===== src/rtl/ctrl_regfile_macros.svh =====
// Fixed sizing, register indices and response codes of the register file, included by all RTL
`ifndef CTRL_REGFILE_MACROS_SVH
`define CTRL_REGFILE_MACROS_SVH

`define CTRL_DATA_W    32
`define CTRL_N_CONTEXT 2
`define CTRL_N_PARAMS  4   // Parameter words per context
`define CTRL_IDX_W     4   // Register index field of a word address

// Mandatory registers
`define CTRL_REG_TRIGGER  4'd0
`define CTRL_REG_ACQUIRE  4'd1
`define CTRL_REG_FINISHED 4'd2
`define CTRL_REG_STATUS   4'd3
`define CTRL_REG_RUNNING  4'd4

`define CTRL_REG_PARAM0   4'd8   // First parameter word, context bit sits above the index

// Acquire responses
`define CTRL_RESP_OFFLOADING 32'hFFFF_FFFE  // Another acquire waits for its trigger
`define CTRL_RESP_ALL_BUSY   32'hFFFF_FFFF

`define CTRL_UNMAPPED 32'hDEAD_BEEF

`endif

===== src/rtl/job_pkg.sv =====
// Job bookkeeping types shared by the job tracker, the parameter store and the address map
`include "ctrl_regfile_macros.svh"

package job_pkg;

  typedef logic [7:0] job_id_t;

  typedef logic [$clog2(`CTRL_N_CONTEXT)-1:0] ctx_t;

  // One byte per context, bit 0 of a byte means busy
  typedef logic [3:0][7:0] status_t;

  typedef logic [1:0] fin_cnt_t;

  localparam fin_cnt_t   FIN_MAX     = 2'd2;  // Finished counter saturates here
  localparam logic [7:0] STATUS_BUSY = 8'h01;
  localparam logic [7:0] STATUS_IDLE = 8'h00;

endpackage


===== src/rtl/regmap_pkg.sv =====
// Host-visible address space of the register file: data word and the two views of an address
`include "ctrl_regfile_macros.svh"

package regmap_pkg;

  localparam int unsigned ADDR_W = 8;  // Word address bits seen by the register file
  localparam int unsigned CTX_W  = $bits(job_pkg::ctx_t);

  typedef logic [`CTRL_DATA_W-1:0] reg_word_t;

  // Mandatory registers are picked by the index alone
  typedef struct packed {
    logic [ADDR_W-`CTRL_IDX_W-1:0] unused;
    logic [`CTRL_IDX_W-1:0]        idx;
  } addr_flat_t;

  // Parameter words carry the context right above the index
  typedef struct packed {
    logic [ADDR_W-`CTRL_IDX_W-CTX_W-1:0] unused;
    job_pkg::ctx_t                       ctx;
    logic [`CTRL_IDX_W-1:0]              idx;
  } addr_ctx_t;

  // The index field selects which view applies
  typedef union packed {
    addr_flat_t flat;
    addr_ctx_t  cx;
  } reg_addr_u;

endpackage


===== src/rtl/ctrl_regfile_top.sv =====
// Control register file of the accelerator: host strobe bus on one side, engine on the other
`include "ctrl_regfile_macros.svh"

module ctrl_regfile_top (
  input  logic                                        clk_i,
  input  logic                                        rst_ni,
  input  logic                                        clear_i,
  input  logic                                        req_i,
  input  logic                                        wren_i,
  input  regmap_pkg::reg_addr_u                       addr_i,
  input  regmap_pkg::reg_word_t                       wdata_i,
  input  logic                                        done_i,
  output regmap_pkg::reg_word_t                       rdata_o,
  output logic                                        rvalid_o,
  output logic                                        start_o,
  output job_pkg::ctx_t                               start_ctx_o,
  output regmap_pkg::reg_word_t [`CTRL_N_PARAMS-1:0] params_o
);

  regmap_pkg::reg_word_t jt_rdata;
  regmap_pkg::reg_word_t ps_rdata;
  logic                  jt_rhit;
  logic                  ps_rhit;
  job_pkg::ctx_t         running_ctx;

  // Mandatory registers and job bookkeeping
  job_tracker u_job_tracker (
    .clk_i         (clk_i),
    .rst_ni        (rst_ni),
    .clear_i       (clear_i),
    .req_i         (req_i),
    .wren_i        (wren_i),
    .addr_i        (addr_i),
    .done_i        (done_i),
    .rdata_o       (jt_rdata),
    .rhit_o        (jt_rhit),
    .start_o       (start_o),
    .start_ctx_o   (start_ctx_o),
    .running_ctx_o (running_ctx)
  );

  param_store u_param_store (
    .clk_i         (clk_i),
    .rst_ni        (rst_ni),
    .clear_i       (clear_i),
    .req_i         (req_i),
    .wren_i        (wren_i),
    .addr_i        (addr_i),
    .wdata_i       (wdata_i),
    .running_ctx_i (running_ctx),
    .rdata_o       (ps_rdata),
    .rhit_o        (ps_rhit),
    .params_o      (params_o)
  );

  read_mux u_read_mux (
    .clk_i      (clk_i),
    .rst_ni     (rst_ni),
    .clear_i    (clear_i),
    .req_i      (req_i),
    .wren_i     (wren_i),
    .jt_rdata_i (jt_rdata),
    .ps_rdata_i (ps_rdata),
    .jt_rhit_i  (jt_rhit),
    .ps_rhit_i  (ps_rhit),
    .rdata_o    (rdata_o),
    .rvalid_o   (rvalid_o)
  );

endmodule


===== src/rtl/read_mux.sv =====
// Registers the host read response from whichever block claimed the index
`include "ctrl_regfile_macros.svh"

module read_mux (
  input  logic                  clk_i,
  input  logic                  rst_ni,
  input  logic                  clear_i,
  input  logic                  req_i,
  input  logic                  wren_i,
  input  regmap_pkg::reg_word_t jt_rdata_i,
  input  regmap_pkg::reg_word_t ps_rdata_i,
  input  logic                  jt_rhit_i,
  input  logic                  ps_rhit_i,
  output regmap_pkg::reg_word_t rdata_o,
  output logic                  rvalid_o
);

  regmap_pkg::reg_word_t rdata_q;
  logic                  rvalid_q;
  logic                  rd;

  assign rd = req_i & ~wren_i;

  always_ff @(posedge clk_i or negedge rst_ni) begin
    if (!rst_ni) begin
      rvalid_q <= 1'b0;
    end else if (clear_i) begin
      rvalid_q <= 1'b0;
    end else begin
      rvalid_q <= rd;   // One response per read, no stall
    end
  end

  always_ff @(posedge clk_i) begin
    if (rd) begin
      if (jt_rhit_i) rdata_q <= jt_rdata_i;
      else if (ps_rhit_i) rdata_q <= ps_rdata_i;
      else rdata_q <= `CTRL_UNMAPPED;
    end
  end

  assign rdata_o  = rdata_q;
  assign rvalid_o = rvalid_q;

endmodule


===== src/rtl/param_store.sv =====
// Per-context job parameter words, written and read by the host and shown to the engine
`include "ctrl_regfile_macros.svh"

module param_store (
  input  logic                                        clk_i,
  input  logic                                        rst_ni,
  input  logic                                        clear_i,
  input  logic                                        req_i,
  input  logic                                        wren_i,
  input  regmap_pkg::reg_addr_u                       addr_i,
  input  regmap_pkg::reg_word_t                       wdata_i,
  input  job_pkg::ctx_t                               running_ctx_i,
  output regmap_pkg::reg_word_t                       rdata_o,
  output logic                                        rhit_o,
  output regmap_pkg::reg_word_t [`CTRL_N_PARAMS-1:0] params_o
);

  localparam int unsigned PW = $clog2(`CTRL_N_PARAMS);

  // One row of parameter words per context
  regmap_pkg::reg_word_t [`CTRL_N_PARAMS-1:0] params_q [`CTRL_N_CONTEXT];

  logic [`CTRL_IDX_W-1:0] idx;
  logic [`CTRL_IDX_W-1:0] offs;
  logic [PW-1:0]          word;
  job_pkg::ctx_t          ctx;
  logic                   hit;
  logic                   we;

  assign idx  = addr_i.cx.idx;
  assign ctx  = addr_i.cx.ctx;
  assign offs = idx - `CTRL_REG_PARAM0;
  assign word = offs[PW-1:0];

  // Indices below the window wrap to large offsets and miss
  assign hit = (offs < `CTRL_IDX_W'(`CTRL_N_PARAMS));
  assign we  = req_i & wren_i & hit;

  // Parameters return to zero on clear together with the job state
  always_ff @(posedge clk_i or negedge rst_ni) begin
    if (!rst_ni) begin
      for (int c = 0; c < `CTRL_N_CONTEXT; c++) begin
        params_q[c] <= '0;
      end
    end else if (clear_i) begin
      for (int c = 0; c < `CTRL_N_CONTEXT; c++) begin
        params_q[c] <= '0;
      end
    end else if (we) begin
      params_q[ctx][word] <= wdata_i;
    end
  end

  assign rdata_o = params_q[ctx][word];
  assign rhit_o  = hit;

  assign params_o = params_q[running_ctx_i];  // Engine sees only the running job

endmodule


===== src/rtl/job_tracker.sv =====
// Acquire, trigger, status and finished count of the register file, plus the engine start strobe
`include "ctrl_regfile_macros.svh"

module job_tracker (
  input  logic                  clk_i,
  input  logic                  rst_ni,
  input  logic                  clear_i,
  input  logic                  req_i,
  input  logic                  wren_i,
  input  regmap_pkg::reg_addr_u addr_i,
  input  logic                  done_i,
  output regmap_pkg::reg_word_t rdata_o,
  output logic                  rhit_o,
  output logic                  start_o,
  output job_pkg::ctx_t         start_ctx_o,
  output job_pkg::ctx_t         running_ctx_o
);

  localparam int unsigned CW = $bits(job_pkg::ctx_t);

  job_pkg::job_id_t  offload_id_q;
  job_pkg::job_id_t  running_id_q;
  job_pkg::job_id_t  last_id;
  job_pkg::status_t  status_q;
  job_pkg::fin_cnt_t fin_cnt_q;
  logic              pending_q;
  logic              running_q;
  logic              start_q;

  job_pkg::ctx_t             ptr_ctx;
  job_pkg::ctx_t             run_ctx;
  job_pkg::ctx_t             next_ctx;
  logic [`CTRL_N_CONTEXT-1:0] busy;
  logic [`CTRL_IDX_W-1:0]    idx;
  logic rd;
  logic acq_ok;
  logic trig_ok;
  logic fin_rd;
  logic done_ok;
  logic all_busy;
  logic next_busy;
  logic start_d;

  assign idx     = addr_i.flat.idx;
  assign rd      = req_i & ~wren_i;
  assign fin_rd  = rd && (idx == `CTRL_REG_FINISHED);
  assign trig_ok = req_i && wren_i && (idx == `CTRL_REG_TRIGGER) && pending_q;

  assign last_id  = offload_id_q - job_pkg::job_id_t'(1);
  assign ptr_ctx  = last_id[CW-1:0];       // Context of the job handed out by the last acquire
  assign run_ctx  = running_id_q[CW-1:0];
  assign next_ctx = run_ctx + job_pkg::ctx_t'(1);

  always_comb begin
    for (int c = 0; c < `CTRL_N_CONTEXT; c++) begin
      busy[c] = status_q[c][0];
    end
  end

  assign all_busy = &busy;
  assign acq_ok   = rd && (idx == `CTRL_REG_ACQUIRE) && !pending_q && !all_busy;
  assign done_ok  = done_i & running_q;    // Stray done with nothing running is ignored

  // A trigger landing with the done still hands the engine the next context
  assign next_busy = busy[next_ctx] | (trig_ok && (ptr_ctx == next_ctx));
  assign start_d   = (trig_ok & ~running_q) | (done_ok & next_busy);

  always_ff @(posedge clk_i or negedge rst_ni) begin
    if (!rst_ni) begin
      offload_id_q <= '0;
      pending_q    <= 1'b0;
    end else if (clear_i) begin
      offload_id_q <= '0;
      pending_q    <= 1'b0;
    end else if (acq_ok) begin
      offload_id_q <= offload_id_q + job_pkg::job_id_t'(1);
      pending_q    <= 1'b1;
    end else if (trig_ok) begin
      pending_q    <= 1'b0;
    end
  end

  always_ff @(posedge clk_i or negedge rst_ni) begin
    if (!rst_ni) begin
      running_id_q <= '0;
      running_q    <= 1'b0;
      start_q      <= 1'b0;
    end else if (clear_i) begin
      running_id_q <= '0;
      running_q    <= 1'b0;
      start_q      <= 1'b0;
    end else begin
      if (done_ok) running_id_q <= running_id_q + job_pkg::job_id_t'(1);
      running_q <= start_d | (running_q & ~done_ok);
      start_q   <= start_d;
    end
  end

  // Unused upper bytes keep their reset value
  always_ff @(posedge clk_i or negedge rst_ni) begin
    if (!rst_ni) begin
      status_q <= '0;
    end else if (clear_i) begin
      status_q <= '0;
    end else begin
      for (int c = 0; c < `CTRL_N_CONTEXT; c++) begin
        if (trig_ok && (ptr_ctx == job_pkg::ctx_t'(c))) begin
          status_q[c] <= job_pkg::STATUS_BUSY;
        end else if (done_ok && (run_ctx == job_pkg::ctx_t'(c))) begin
          status_q[c] <= job_pkg::STATUS_IDLE;
        end
      end
    end
  end

  always_ff @(posedge clk_i or negedge rst_ni) begin
    if (!rst_ni) begin
      fin_cnt_q <= '0;
    end else if (clear_i) begin
      fin_cnt_q <= '0;
    end else if (fin_rd) begin
      fin_cnt_q <= done_ok ? job_pkg::fin_cnt_t'(1) : '0;  // A done during the read still counts
    end else if (done_ok && (fin_cnt_q != job_pkg::FIN_MAX)) begin
      fin_cnt_q <= fin_cnt_q + job_pkg::fin_cnt_t'(1);
    end
  end

  // Read words are formed from the state before this cycle's update
  always_comb begin
    rdata_o = '0;
    rhit_o  = 1'b1;
    case (idx)
      `CTRL_REG_TRIGGER: rdata_o = '0;  // Write-only
      `CTRL_REG_ACQUIRE: begin
        if (pending_q) rdata_o = `CTRL_RESP_OFFLOADING;
        else if (all_busy) rdata_o = `CTRL_RESP_ALL_BUSY;
        else rdata_o = regmap_pkg::reg_word_t'(offload_id_q);
      end
      `CTRL_REG_FINISHED: rdata_o = regmap_pkg::reg_word_t'(fin_cnt_q);
      `CTRL_REG_STATUS:   rdata_o = status_q;
      `CTRL_REG_RUNNING:  rdata_o = regmap_pkg::reg_word_t'(running_id_q);
      default:            rhit_o  = 1'b0;
    endcase
  end

  assign start_o       = start_q;
  assign start_ctx_o   = run_ctx;   // Already advanced when start follows a done
  assign running_ctx_o = run_ctx;

endmodule


===== config.mk =====
export PLATFORM = sky130hd
export DESIGN_NAME = ctrl_regfile_top
export DESIGN_NICKNAME = d
export VERILOG_FILES = /design/src/rtl/job_pkg.sv /design/src/rtl/regmap_pkg.sv /design/src/rtl/ctrl_regfile_top.sv /design/src/rtl/read_mux.sv /design/src/rtl/param_store.sv /design/src/rtl/job_tracker.sv
export VERILOG_INCLUDE_DIRS = /design/src /design/src/rtl
export SDC_FILE = /design/constraint.sdc
export NUM_CORES = 1
export LEC_CHECK = 0
export CAP_MARGIN = 20
export CORE_ASPECT_RATIO = 0.6
export CORE_UTILIZATION = 45
export DETAILED_ROUTE_END_ITERATION = 12
export DONT_BUFFER_PORTS = 1
export PLACE_DENSITY_LB_ADDON = 0.1
export SKIP_LAST_GASP = 1
export SLEW_MARGIN = 25
export SYNTH_ARGS = -nofsm -noshare
export SYNTH_HDL_FRONTEND = slang
export SYNTH_SLANG_ARGS = --single-unit

===== constraint.sdc =====
create_clock -name clk_i -period 3.4 [get_ports clk_i]
set_input_delay 0.51 -clock clk_i [delete_from_list [all_inputs] [get_ports clk_i]]
set_output_delay 0.51 -clock clk_i [all_outputs]
set_load 0.02 [all_outputs]

# Word level (Yosys, flattened, before mapping)
# Cells that the tools add are included.
# op_classes
addsub	6
n_lt_le_gt_ge	7
eq_ne	6
muxes	42
bitwise_logic	17
n_reduce_logical	27
# ops
operator	count
128-bit 2-to-1 mux	7
256-bit 2-to-1 mux	2
256-bit bitwise mux	1
32-bit 2-to-1 mux	6
128-bit demux with 1-bit select	1
32-bit one-hot mux with 4 select lines	1
32-bit binary-select mux with 2-bit select	1
32-bit demux with 2-bit select	1
8-bit 2-to-1 mux	8
8-bit by 1-bit adder with 8-bit output, second input constant	2
16-bit 2-to-1 mux	1
1-bit logical AND	15
3-bit nonzero test	4
1-bit 2-to-1 mux	10
4-bit by 2-bit equality test with 1-bit output, second input constant	2
1-bit bitwise AND	7
2-bit 2-to-1 mux	3
2-bit nonzero test	3
1-bit NOT	5
5-bit OR reduction	1
4-bit by 1-bit equality test with 1-bit output, second input constant	1
4-bit by 3-bit equality test with 1-bit output, second input constant	1
2-bit greater-or-equal comparator, second input constant	2
4-bit logical NOT	1
15 further kinds	19
# word_totals
regBits	326
in_bits	46
output_inout_bits	163
wordCells	123

# Depth between registers and ports, before layout
# Gate-level depths: netlist of the first run.
# depth
ltp_word	10
ltp_mapped	8
ltp_nobuf	6

# Hierarchy
# Synthesis of the first run repeated with hierarchy kept, for this count alone.
# hier_totals
hier_cells	1459
area_unflattened_um2	17894.7
# modules_own_cells
module	instances	cells_each	area_per_inst_um2	seq_area_each_um2
param_store	1	1172	14756.7	6406.1
read_mux	1	103	1599.0	985.9
job_tracker	1	184	1539.0	575.6

# Least setup slack after synthesis of the first run
# No wires, ideal clock.
# synth_path
kind	flip-flop to output port
start	register u_job_tracker.running_id_q[0]
end	output params_o[100] (netlist name)
t_arrival_ns	1.640
t_required_ns	2.890
path_slack_ns	1.250
path_stages_with_launch	5
n_path_buf	3
cell_sequence	dfrtp_1 clkbuf_1 clkbuf_1 buf_2 mux2_2
# synth_lines
element	line	text
start: declaration	job_tracker.sv:22	job_pkg::job_id_t running_id_q;
start signal: assignment	job_tracker.sv:93	if (done_ok) running_id_q <= running_id_q + job_pkg::job_id_t'(1);
end: declaration	ctrl_regfile_top.sv:17	output regmap_pkg::reg_word_t [`CTRL_N_PARAMS-1:0] params_o

==> metrics.md, run 1 <==
| Metric | Value |
|---|---|
| Period Utilization, post-route | 75.4% |
| Total gr overflow | 0 |
| Hold slack | -333 ps |
| Combinational family with the most area after synthesis | compound AO/OA/AOI/OAI gates |
| Initial antenna violation count | 0 |
| Layout cells sized above 1 | 17.1% |
| Cell Pwr Density | 449 nW/µm² |
| CP startpoint | u_job_tracker.running_id_q[0] |
| Die Area | 37700 µm² |
| Hold crit path type | input port to async pin |
| Pleak | 7.19 nW |
| Synth Area in Adders | 0.226% |
| Number of synthesized flops with an enable pin | 32 |
| Unique masters post-synth | 71 |
| Synth area leaders | dfrtp_1 42%, nand2_1 12%, mux2_2 11% |
| Synthesis Warnings | 0 |
| Violations in the final reports | hold timing |
| Port Buffers | 0 |
| Fin nets | 1755 |
| Cells after Synth | 1798 |
| # Max-Cap Violations | 0 |
| Mux cell area share after synthesis | 13.7% |
| Max incr delay on CP | 490 ps |
| Vias post-DR | 13700 |
| Post-Syn Nets | 1847 |
| Core Box Area | 36300 µm² |
| Synth top area share | 42.2% |
| Sequential fraction of the synthesis area | 48.0% |
| Placed cell area | 16800 µm² |
| Minimum clock period | 2560 ps |
| # fillers | 3440 |
| RR Startpoint | u_job_tracker.busy[0] |
| Critical path arrival | 2050 ps |
| Worst Setup End Kind | primary output |
| Worst reg2reg setup slack | 1040 ps |
| Max_slew headroom | 27.8% |
| Reg2reg path depth | 5 |
| Async SR Flop Fraction | 89.7% |
| Placer congestion estimate | 0.872 |
| Post-CTS Resized | 0 |
| 1st-iter DRT viols | 1608 |
| Fmax | 0.390 GHz |
| Ys flop type | dfrtp_1 |
| First-pass GRT wire length | 89400 µm |
| Detailed-route wire length per cell | 27.6 µm |
| Top-Level Pins | 209 |
| Most common cell in the netlist | nand2_1 |
| Final ANT Viol Nets | 0 |
| TritonCTS Buffers | 34 |
| WP data required | 2890 ps |
| CP Launch Type | register |
| Initial Utilization | 45.7% |
| Syn avg cell area | 9.23 µm² |
| Status | finished, violations left |
| N_diodes | 0 |
| Max clock buf depth | 3 |
| Mapped Area | 16600 µm² |
| Total GRT Usage | 32.0% |
| WS Path Type | register to primary output |
| Final Max Slew Viols | 0 |
| Clk Latency, worst-skew pair | 540 ps |
| Worst r2r dst | u_read_mux.rdata_o[23] |
| Flops & latches, synth | 312 |
| DR pass1 iterations | 6 |
| Post-CTS setup buffers | 0 |
| WL final | 60800 µm |
| H-tree depth | 2 |
| Post-Synth Simple-Gate Area | 15.9% |
| Critical-path top delay cell | dfrtp_4 |
| RSZ-0062 raised after global routing | no |
| Site Rows | 54 |
| Die Ht | 151 µm |
| Root buf cell | clkbuf_16 |
| Clock sink count | 312 |
| Post-synthesis compound-gate area fraction | 16.1% |
| CTS tree | done |
| Vias per inst | 6.20 |
| Crit-path cells | buf_12, mux2_2 |
| Setup TNS | 0 ps |
| Number of global-route vias before repair | 13000 |
| Hold Fails Final Rpt | 280 |
| CP Capture Point | params_o[80] |
| Worst-Margin Slew | 1080 ps |
| Peak supply drop | 316 µV |
| Clk_skew | 9.55 ps |
| Commonest cells post-synth | 531 x nand2_1, 293 x a21oi_1, 280 x dfrtp_1 |
| CP max FO | 82 |
| Pin count of the biggest net entering global routing | 281 |
| Area grow syn2layout | 8.25% |
| Hpwl dp | 36300 µm |
| Clock slew at reported path FFs | 60 ps |
| Final number of setup-violating endpoints | 0 |
| Post-Synth XOR/XNOR Area | 0.580% |
| Die W | 250 µm |
| Post-synth top area cell | dfrtp_1 |
| Fin area | 18000 µm² |
| DRC | 0 |
==> final cells by class <==
cell class | count | area (µm²) | area share, %
Tap cell | 476 | 596 | 3.31
Clock inverter | 7 | 83.8 | 0.467
Inverter | 9 | 33.8 | 0.188
Timing Repair Buffer | 50 | 425 | 2.37
Clock buffer | 53 | 1070 | 5.93
Sequential cell | 312 | 7970 | 44.4
Multi-Input combinational cell | 1299 | 7790 | 43.4
==> worst max-delay path, delay by kind of cell (launching register included) <==
family                 cells  cell delay (ps)
DFF                        1              490
muxes                      1              490
buffers and inverters      1              370
==> power breakdown <==
group          switching [mW]  internal (mW)
Clock                    1.60           2.31
Sequential             0.0550           3.81
Combinational           0.197         0.0949
Total                    1.85           6.21
==> per-layer routing <==
metal | share of wire, % | GRT usage (%) | vias to the layer above
met5 | 0 | 0 | -
met4 | 2.5 | 9.08 | 0
met3 | 9.6 | 7.66 | 91
met2 | 44 | 47.7 | 659
met1 | 44 | 46.3 | 6893
li1 | - | - | 6040
==> stage by stage <==
stage	instances	utilization (%)	power [mW]	setup slack, ps
after detailed placement	2146	46.3	4.22	811
after CTS	2206	49.4	8.10	857
final	2206	49.4	8.07	835
after global placement	2146	46.3	4.22	897
after global routing	2206	49.4	8.27	805
after floorplan	1798	-	4.24	1250
==> layout by cell type (no fill, tap or decap), drive strengths merged, types with 23 or more instances in the layout <==
cell type	instances
buf	50
o21ai	24
mux2i	35
a22oi	23
dfrtp	280
nor2	37
edfxtp	32
clkbuf	53
a21oi	294
mux2	159
nand2	531
==> sequential cells by signal (all words and copies together), names as in the netlist <==
register and count:
u_job_tracker.busy 2, u_job_tracker.fin_cnt_q 2, u_job_tracker.offload_id_q 8, u_job_tracker.pending_q 1, u_job_tracker.running_id_q 8, u_job_tracker.running_q 1
u_job_tracker.start_o 1, u_param_store.params_q 256, u_read_mux.rdata_o 32, u_read_mux.rvalid_o 1
==> worst min-delay path by stage <==
| stage | slack, ps | startpoint | to | cells past startpoint |
|---|---|---|---|---|
| finish | -330 | rst_ni | u_param_store.params_q[164] | 0 |
| global route | -340 | rst_ni | u_param_store.params_q[164] | 0 |
| CTS | -340 | rst_ni | u_param_store.params_q[164] | 0 |
| detailed placement | 230 | rst_ni | u_param_store.params_q[164] | 0 |
| global placement | 230 | rst_ni | u_param_store.params_q[164] | 0 |
| floorplan | 210 | rst_ni | u_job_tracker.busy[0] | 0 |
==> kinds of logic after synthesis <==
logic type | Yosys count
xor+xnor | 11
compound gates | 446
flops | 312
simple gates | 639
fa+ha+maj | 3
buf+inv | 187
mux | 200
No activity file was read; power rests on OpenSTA's default activity.
==> inputs of run 2 (changes only) <==
ABC_AREA = 1   (was default)
clock period = 2.6 ns   (was 3.4 ns; I/O delays follow)
==> run 2 against run 1 <==
  * The run still ends with hold timing left
  * Hold slack got worse by 160 ps
  * Clock skew up 0.78 ps
  * Critical path depth is 1 higher
  * Sequential power up 30%
  * Clock power grew 17%
  * Via count is 7.8% higher
  * Total power increased by 26%
  * Clock-buffer cell count is 5 lower
  * Flip-flop and latch count is the same
  * First-iteration DRC count increased by 9.5%
==> metrics.md, run 2 <==
| Metric | Value |
|---|---|
| Port Buffers | 0 (unchanged) |
| Async SR Flop Fraction | 89.7% (unchanged) |
| Total gr overflow | 0 (unchanged) |
| Reg2reg path depth | 7 (+2) |
| Max clock buf depth | 3 (unchanged) |
| Clk_skew | 10.3 ps (+0.781 ps) |
| Final number of setup-violating endpoints | 0 (unchanged) |
| Commonest cells after routing, fill and taps aside | 566 x nand2_1, 311 x o21ai_0, 279 x dfrtp_1 |
| Peak supply drop | 561 µV (+77%) |
| Pin count of the biggest net entering global routing | 281 (unchanged) |
| Most common cell in the netlist | nand2_1 |
| Initial Utilization | 45.8% (+0.14 points) |
| RSZ-0062 raised after global routing | no |
| Hpwl dp | 34000 µm (-6.4%) |
| Unique masters post-synth | 22 (-69%) |
| Detailed-route wire length per cell | 21.1 µm (-23%) |
| Max reg flops | 256 (unchanged) |
| 1st-iter DRT viols | 1761 (+9.5%) |
| Hold Fails Final Rpt | 280 (unchanged) |
| Total GRT Usage | 30.8% (-1.2 points) |
| TritonCTS Buffers | 30 (-12%) |
| Synth top area share | 45.3% (+3.1 points) |
| Minimum clock period | 2540 ps |
| Root buf cell | clkbuf_16 |
| Register area | 7970 µm² (unchanged) |
| Clock sink count | 312 (unchanged) |
| Post-CTS setup buffers | 0 (unchanged) |
| CTS tree | done |
| Commonest cells post-synth | 576 x nand2_1, 315 x o21ai_0, 280 x dfrtp_1 |
| Die W | 241 µm (-3.4%) |
| Sequential fraction of the synthesis area | 51.5% (+3.5 points) |
| Area grow syn2layout | 17.5% |
| Initial antenna violation count | 1 (+1) |
| Synthesis Warnings | 0 (unchanged) |
| Synth area leaders | dfrtp_1 45%, nand2_1 14%, o21ai_0 10% |
| Post-synth top area cell | dfrtp_1 |
| Fin nets | 2131 (+21%) |
| Vias post-DR | 14700 (+7.8%) |
| Number of synthesized flops with an enable pin | 32 (unchanged) |
| Largest register by flop count | u_param_store.params_q |
| Cells after Synth | 2001 (+11%) |
| Most common cell after layout, fill and taps aside | nand2_1 |
| Setup TNS | 0 ps (unchanged) |
| Final ANT Viol Nets | 0 (unchanged) |
| Cell Pwr Density | 560 nW/µm² (+25%) |
| Layout cells sized above 1 | 12.3% (-4.8 points) |
| Routing usage on met2 | 44.4% (-3.3 points) |
| Max_slew headroom | 31.3% (+3.5 points) |
| Worst-Margin Slew | 1030 ps (-54.4 ps) |
| Clk Latency, worst-skew pair | 580 ps (+40 ps) |
| Critical path arrival | 2150 ps (+100 ps) |
| DRC | 0 (unchanged) |
| Post-Syn Nets | 2050 (+11%) |
| Die Ht | 146 µm (-3.4%) |
| Number of global-route vias before repair | 13800 (+5.5%) |
| H-tree depth | 1 (-1) |
| # Max-Cap Violations | 0 (unchanged) |
| Flops & latches, synth | 312 (unchanged) |
| Hold_buf cts | 2 |
| GRT met1 Usage | 47.2% (+0.86 points) |
| WS Path Type | register to primary output |
| Clock slew at reported path FFs | 70 ps (about the same) |
| Vias per inst | 5.75 (-7.3%) |
| Area of the multi-input gates | 6280 µm² (-19%) |
| Total power | 10.2 mW (+26%) |
| Syn avg cell area | 7.73 µm² (-16%) |
| # fillers | 3231 (-6.1%) |
| WP data required | 2210 ps (-680 ps) |
| Status | finished, violations left |
| CP Launch Type | register |
| Fmax | 0.393 GHz |
| Period Utilization, post-route | 97.7% |
| Met3 Use GR | 5.71% (-1.9 points) |
| First-pass GRT wire length | 82700 µm (-7.5%) |
| Hold crit path type | input port to async pin |
| Top-Level Pins | 209 (unchanged) |
| Placer congestion estimate | 0.865 (-0.77%) |
| WL final | 54100 µm (-11%) |
| Site Rows | 52 (-3.7%) |
| Ys flop type | dfrtp_1 |
| Hold slack | -491 ps (-158 ps) |
| Pleak | 8.16 nW (+13%) |
| Final Max Slew Viols | 0 (unchanged) |
| Top Usage Layer GRT | met1 |
| Die Area | 35100 µm² (-6.8%) |
| Worst Setup End Kind | primary output |
| Mapped Area | 15500 µm² (-6.8%) |
| CP max FO | 58 (-29%) |
| Violations in the final reports | hold timing |
| Core Box Area | 33800 µm² (-7.1%) |
| DR pass1 iterations | 5 (-1) |
## run 2: changes by cell type after synthesis, sizes merged, moves of 12 or more
cell     before  now
a21oi       294    9
nand3        19  190
a22oi        23    0
nor2         37   78
mux2        159    0
inv           8  202
a221oi       20    0
o21ai        24  315
o22ai         1  156
buf          91   40
nand2       531  576
o2bb2ai      13    1
mux2i        35    0
## run 2: cell families after synthesis
kind of cell	after synthesis	synth area share [%]
AND/OR/NAND/NOR	860	22.7
adder cells (fa/ha/maj)	3	0.243
flip-flops	312	51.5
buffers and inverters	341	8.49
XOR/XNOR	2	0.113
AO/OA/AOI/OAI	483	16.9
## run 2: final timing paths
check	end	start	slack, ps
min in group clk_i	u_job_tracker.running_id_q[1]	clear_i	40
max in group asynchronous	u_job_tracker.running_id_q[0]	rst_ni	2390
min	u_param_store.params_q[240]	rst_ni	-490
max reg2reg	u_job_tracker.running_id_q[5]	u_job_tracker.running_id_q[0]	640
max	params_o[83]	u_job_tracker.running_id_q[0]	60
min reg2reg	u_param_store.params_q[174]	u_param_store.params_q[174]	530
## run 2: metal layers
layer  vias to the layer above  share of wire, %
li1                       6799                 -
met1                      7141                45
met2                       703                43
met3                       106               9.3
met4                         0               2.4
met5                         -                 0
## run 2: area by class of cell
type	count	share of cell area (%)
Sequential cell	312	43.9
Clock inverter	8	0.358
Multi-Input combinational cell	1348	34.6
Antenna cell	1	0.0138
Clock buffer	48	5.28
Tap cell	459	3.16
Timing Repair Buffer	185	8.50
Inverter	205	4.26
## run 2: through the flow
step	util, %	hold WS (ps)	area, µm²	worst slack, ps	instances
after global routing	53.8	-513	18200	20.5	2565
after global placement	50.7	109	17100	424	2507
final	53.8	-491	18200	58.6	2566
after detailed placement	50.7	112	17100	439	2507
after CTS	53.8	-496	18200	14.2	2565
after floorplan	-	94.4	15500	439	2001
## run 2: what timing repair did
item / in CTS / in global routing
hold endpoints to repair: 286 / 280
resized for setup: 0 / 4
endpoints found under the setup margin: 0 / 4
## run 2: worst max-delay path, cell delays in order (launching register included)
cell     delay, ps
dfrtp_4        660
buf_12         270
o21ai_0        390
buf_4          220
## run 2: report_power, final
group | switching [mW] | total (mW) | internal, mW
Clock | 1.98 | 4.59 | 2.61
Combinational | 0.428 | 0.560 | 0.132
Sequential | 0.0504 | 5.03 | 4.97
Total | 2.45 | 10.2 | 7.72
==> inputs of run 3 (changes only) <==
CORE_UTILIZATION = 30   (was 45)
==> run 3 against run 2 <==
  * The flow still finishes with violations (hold timing)
  * Clock power grew 12%
  * Final cell count grew 9.6%
  * Die area grew 49%
  * Register-to-register slack lost 20 ps
  * Critical path type unchanged
==> metrics.md, run 3 (synthesized netlist as in run 2, its figures left out) <==
| Metric | Value |
|---|---|
| Status | finished, violations left |
| Violations in the final reports | hold timing |
| WL final | 61800 µm (+14%) |
| Fmax | 0.386 GHz (-1.9%) |
| WS Path Type | register to primary output |
| Max_slew headroom | 30.3% (-0.99 points) |
| DRC | 0 (unchanged) |
| Setup TNS | 0 ps (unchanged) |
| CTS tree | done |
| CP max FO | 82 (+41%) |
| Commonest cells after routing, fill and taps aside | 565 x nand2_1, 314 x o21ai_0, 279 x dfrtp_1 |
| # fillers | 5406 (+67%) |
| Layout cells sized above 1 | 12.7% (+0.37 points) |
| First-pass GRT wire length | 91200 µm (+10%) |
| Core Box Area | 50900 µm² (+51%) |
| Minimum clock period | 2590 ps (+48.8 ps) |
| RR Startpoint | u_job_tracker.running_id_q[0] |
| Vias post-DR | 14500 (-1.9%) |
| Period Utilization, post-route | 99.6% (+1.9 points) |
| Area of the multi-input gates | 6290 µm² (+0.16%) |
| Clk Latency, worst-skew pair | 540 ps (-40 ps) |
| Largest register by flop count | u_param_store.params_q |
| Pleak | 8.23 nW (+0.89%) |
| CP Launch Type | register |
| Pin count of the biggest net entering global routing | 281 (unchanged) |
| CP startpoint | u_job_tracker.running_id_q[0] |
| Top-Level Pins | 209 (unchanged) |
| Dpl ws | 407 ps (-31.4 ps) |
| Reg2reg path depth | 8 (+1) |
| Final setup margin | 9.89 ps (-48.8 ps) |
| Total gr overflow | 0 (unchanged) |
| Hold Fails Final Rpt | 280 (unchanged) |
| Fin nets | 2141 (+0.47%) |
| Clk_skew | 8.19 ps (-2.14 ps) |
| Most common cell after layout, fill and taps aside | nand2_1 |
| Cell Pwr Density | 578 nW/µm² (+3.3%) |
| Worst-Margin Slew | 1040 ps (+14.8 ps) |
| Clock sink count | 312 (unchanged) |
| Initial antenna violation count | 3 (+2) |
| Vias per inst | 5.14 (-11%) |
| Port Buffers | 0 (unchanged) |
| Area grow syn2layout | 20.4% |
| TritonCTS Buffers | 35 (+17%) |
| Critical path arrival | 2200 ps (+50 ps) |
| 1st-iter DRT viols | 1307 (-26%) |
| Worst Setup End Kind | primary output |
| Placer congestion estimate | 0.807 (-6.8%) |
| RSZ-0062 raised after global routing | yes |
| Hold crit path type | input port to async pin |
| Max clock buf depth | 3 (unchanged) |
| Register area | 7970 µm² (unchanged) |
| H-tree depth | 2 (+1) |
| Number of global-route vias before repair | 13900 (+0.73%) |
| Detailed-route wire length per cell | 22.0 µm (+4.1%) |
| Max reg flops | 256 (unchanged) |
| Site Rows | 64 (+23%) |
| Final ANT Viol Nets | 0 (unchanged) |
| Final Max Slew Viols | 0 (unchanged) |
| Hold slack | -423 ps (+68.1 ps) |
| DR pass1 iterations | 5 (unchanged) |
| Final number of setup-violating endpoints | 0 (unchanged) |
| # Max-Cap Violations | 0 (unchanged) |
| Inst Count DP | 2745 (+9.5%) |
| Hold_buf cts | 2 (unchanged) |
| Hpwl dp | 39200 µm (+15%) |
| Die Ht | 178 µm (+22%) |
| WP data required | 2210 ps (about the same) |
| Initial Utilization | 30.4% (-15 points) |
| Post-route insts no fill | 2813 (+9.6%) |
| Die Area | 52500 µm² (+49%) |
| Total GRT Usage | 23.4% (-7.4 points) |
| Clock slew at reported path FFs | 60 ps (about the same) |
| Root buf cell | clkbuf_16 |
| Peak supply drop | 335 µV (-40%) |
| Die W | 295 µm (+22%) |
[run 3: changes by cell type in the layout (fill, tap and decap cells not counted), sizes merged]
cell / change
clkinv: -5
diode: +3
bufinv: +1
inv: +4
clkbuf: +5
buf: +5
[run 3: final timing paths]
kind,endpoint,slack [ps]
max in group asynchronous,u_job_tracker.running_id_q[0],2420
hold reg to reg,u_param_store.params_q[232],530
setup / recovery,params_o[84],10
setup reg to reg,u_job_tracker.running_id_q[6],620
min in group clk_i,u_job_tracker.fin_cnt_q[0],50
hold / removal,u_param_store.params_q[48],-420
[run 3: worst max-delay path, cell delays in order, from the launching register on]
cell and delay, ps:
dfrtp_4 610, buf_16 270, o21ai_0 500, buf_4 240
[run 3: cell type report]
| cell class | count | area share, % |
|---|---|---|
| sequential | 312 | 42.8 |
| multi-input combinational | 1348 | 33.8 |
| timing repair buffer | 190 | 8.34 |
| clock buffer | 53 | 5.66 |
| tap | 693 | 4.66 |
| inverter | 205 | 4.16 |
| clock inverter | 8 | 0.564 |
| antenna | 4 | 0.0537 |
[run 3: per-stage QoR]
step | power (mW) | instance area, µm² | util (%)
6_report | 10.8 | 18600 | 36.6
5_1_grt | 11.1 | 18600 | 36.6
4_1_cts | 10.9 | 18600 | 36.5
3_5_place_dp | 5.69 | 17400 | 34.2
3_3_place_gp | 5.69 | 17400 | 34.2
2_1_floorplan | 5.43 | 15500 | -
[run 3: layer usage]
layer	wire length [µm]	share of wire (%)	track usage, %
met5	0	0	0
met4	1310	2.1	5.94
met3	4140	6.7	4.71
met2	26800	43	35.1
met1	29500	48	34.2
[run 3: timing repair]
action	CTS	global route
gates cloned	0	0
buffers inserted	1	0
resized for setup	2	1
pin swaps	0	0
endpoints found under the setup margin	12	10
endpoints found under the hold margin	285	280
[run 3: power by group]
part           switching (mW)  internal [mW]
clock network            2.16           3.00
registers              0.0507           4.98
logic                   0.449          0.129
total                    2.66           8.11
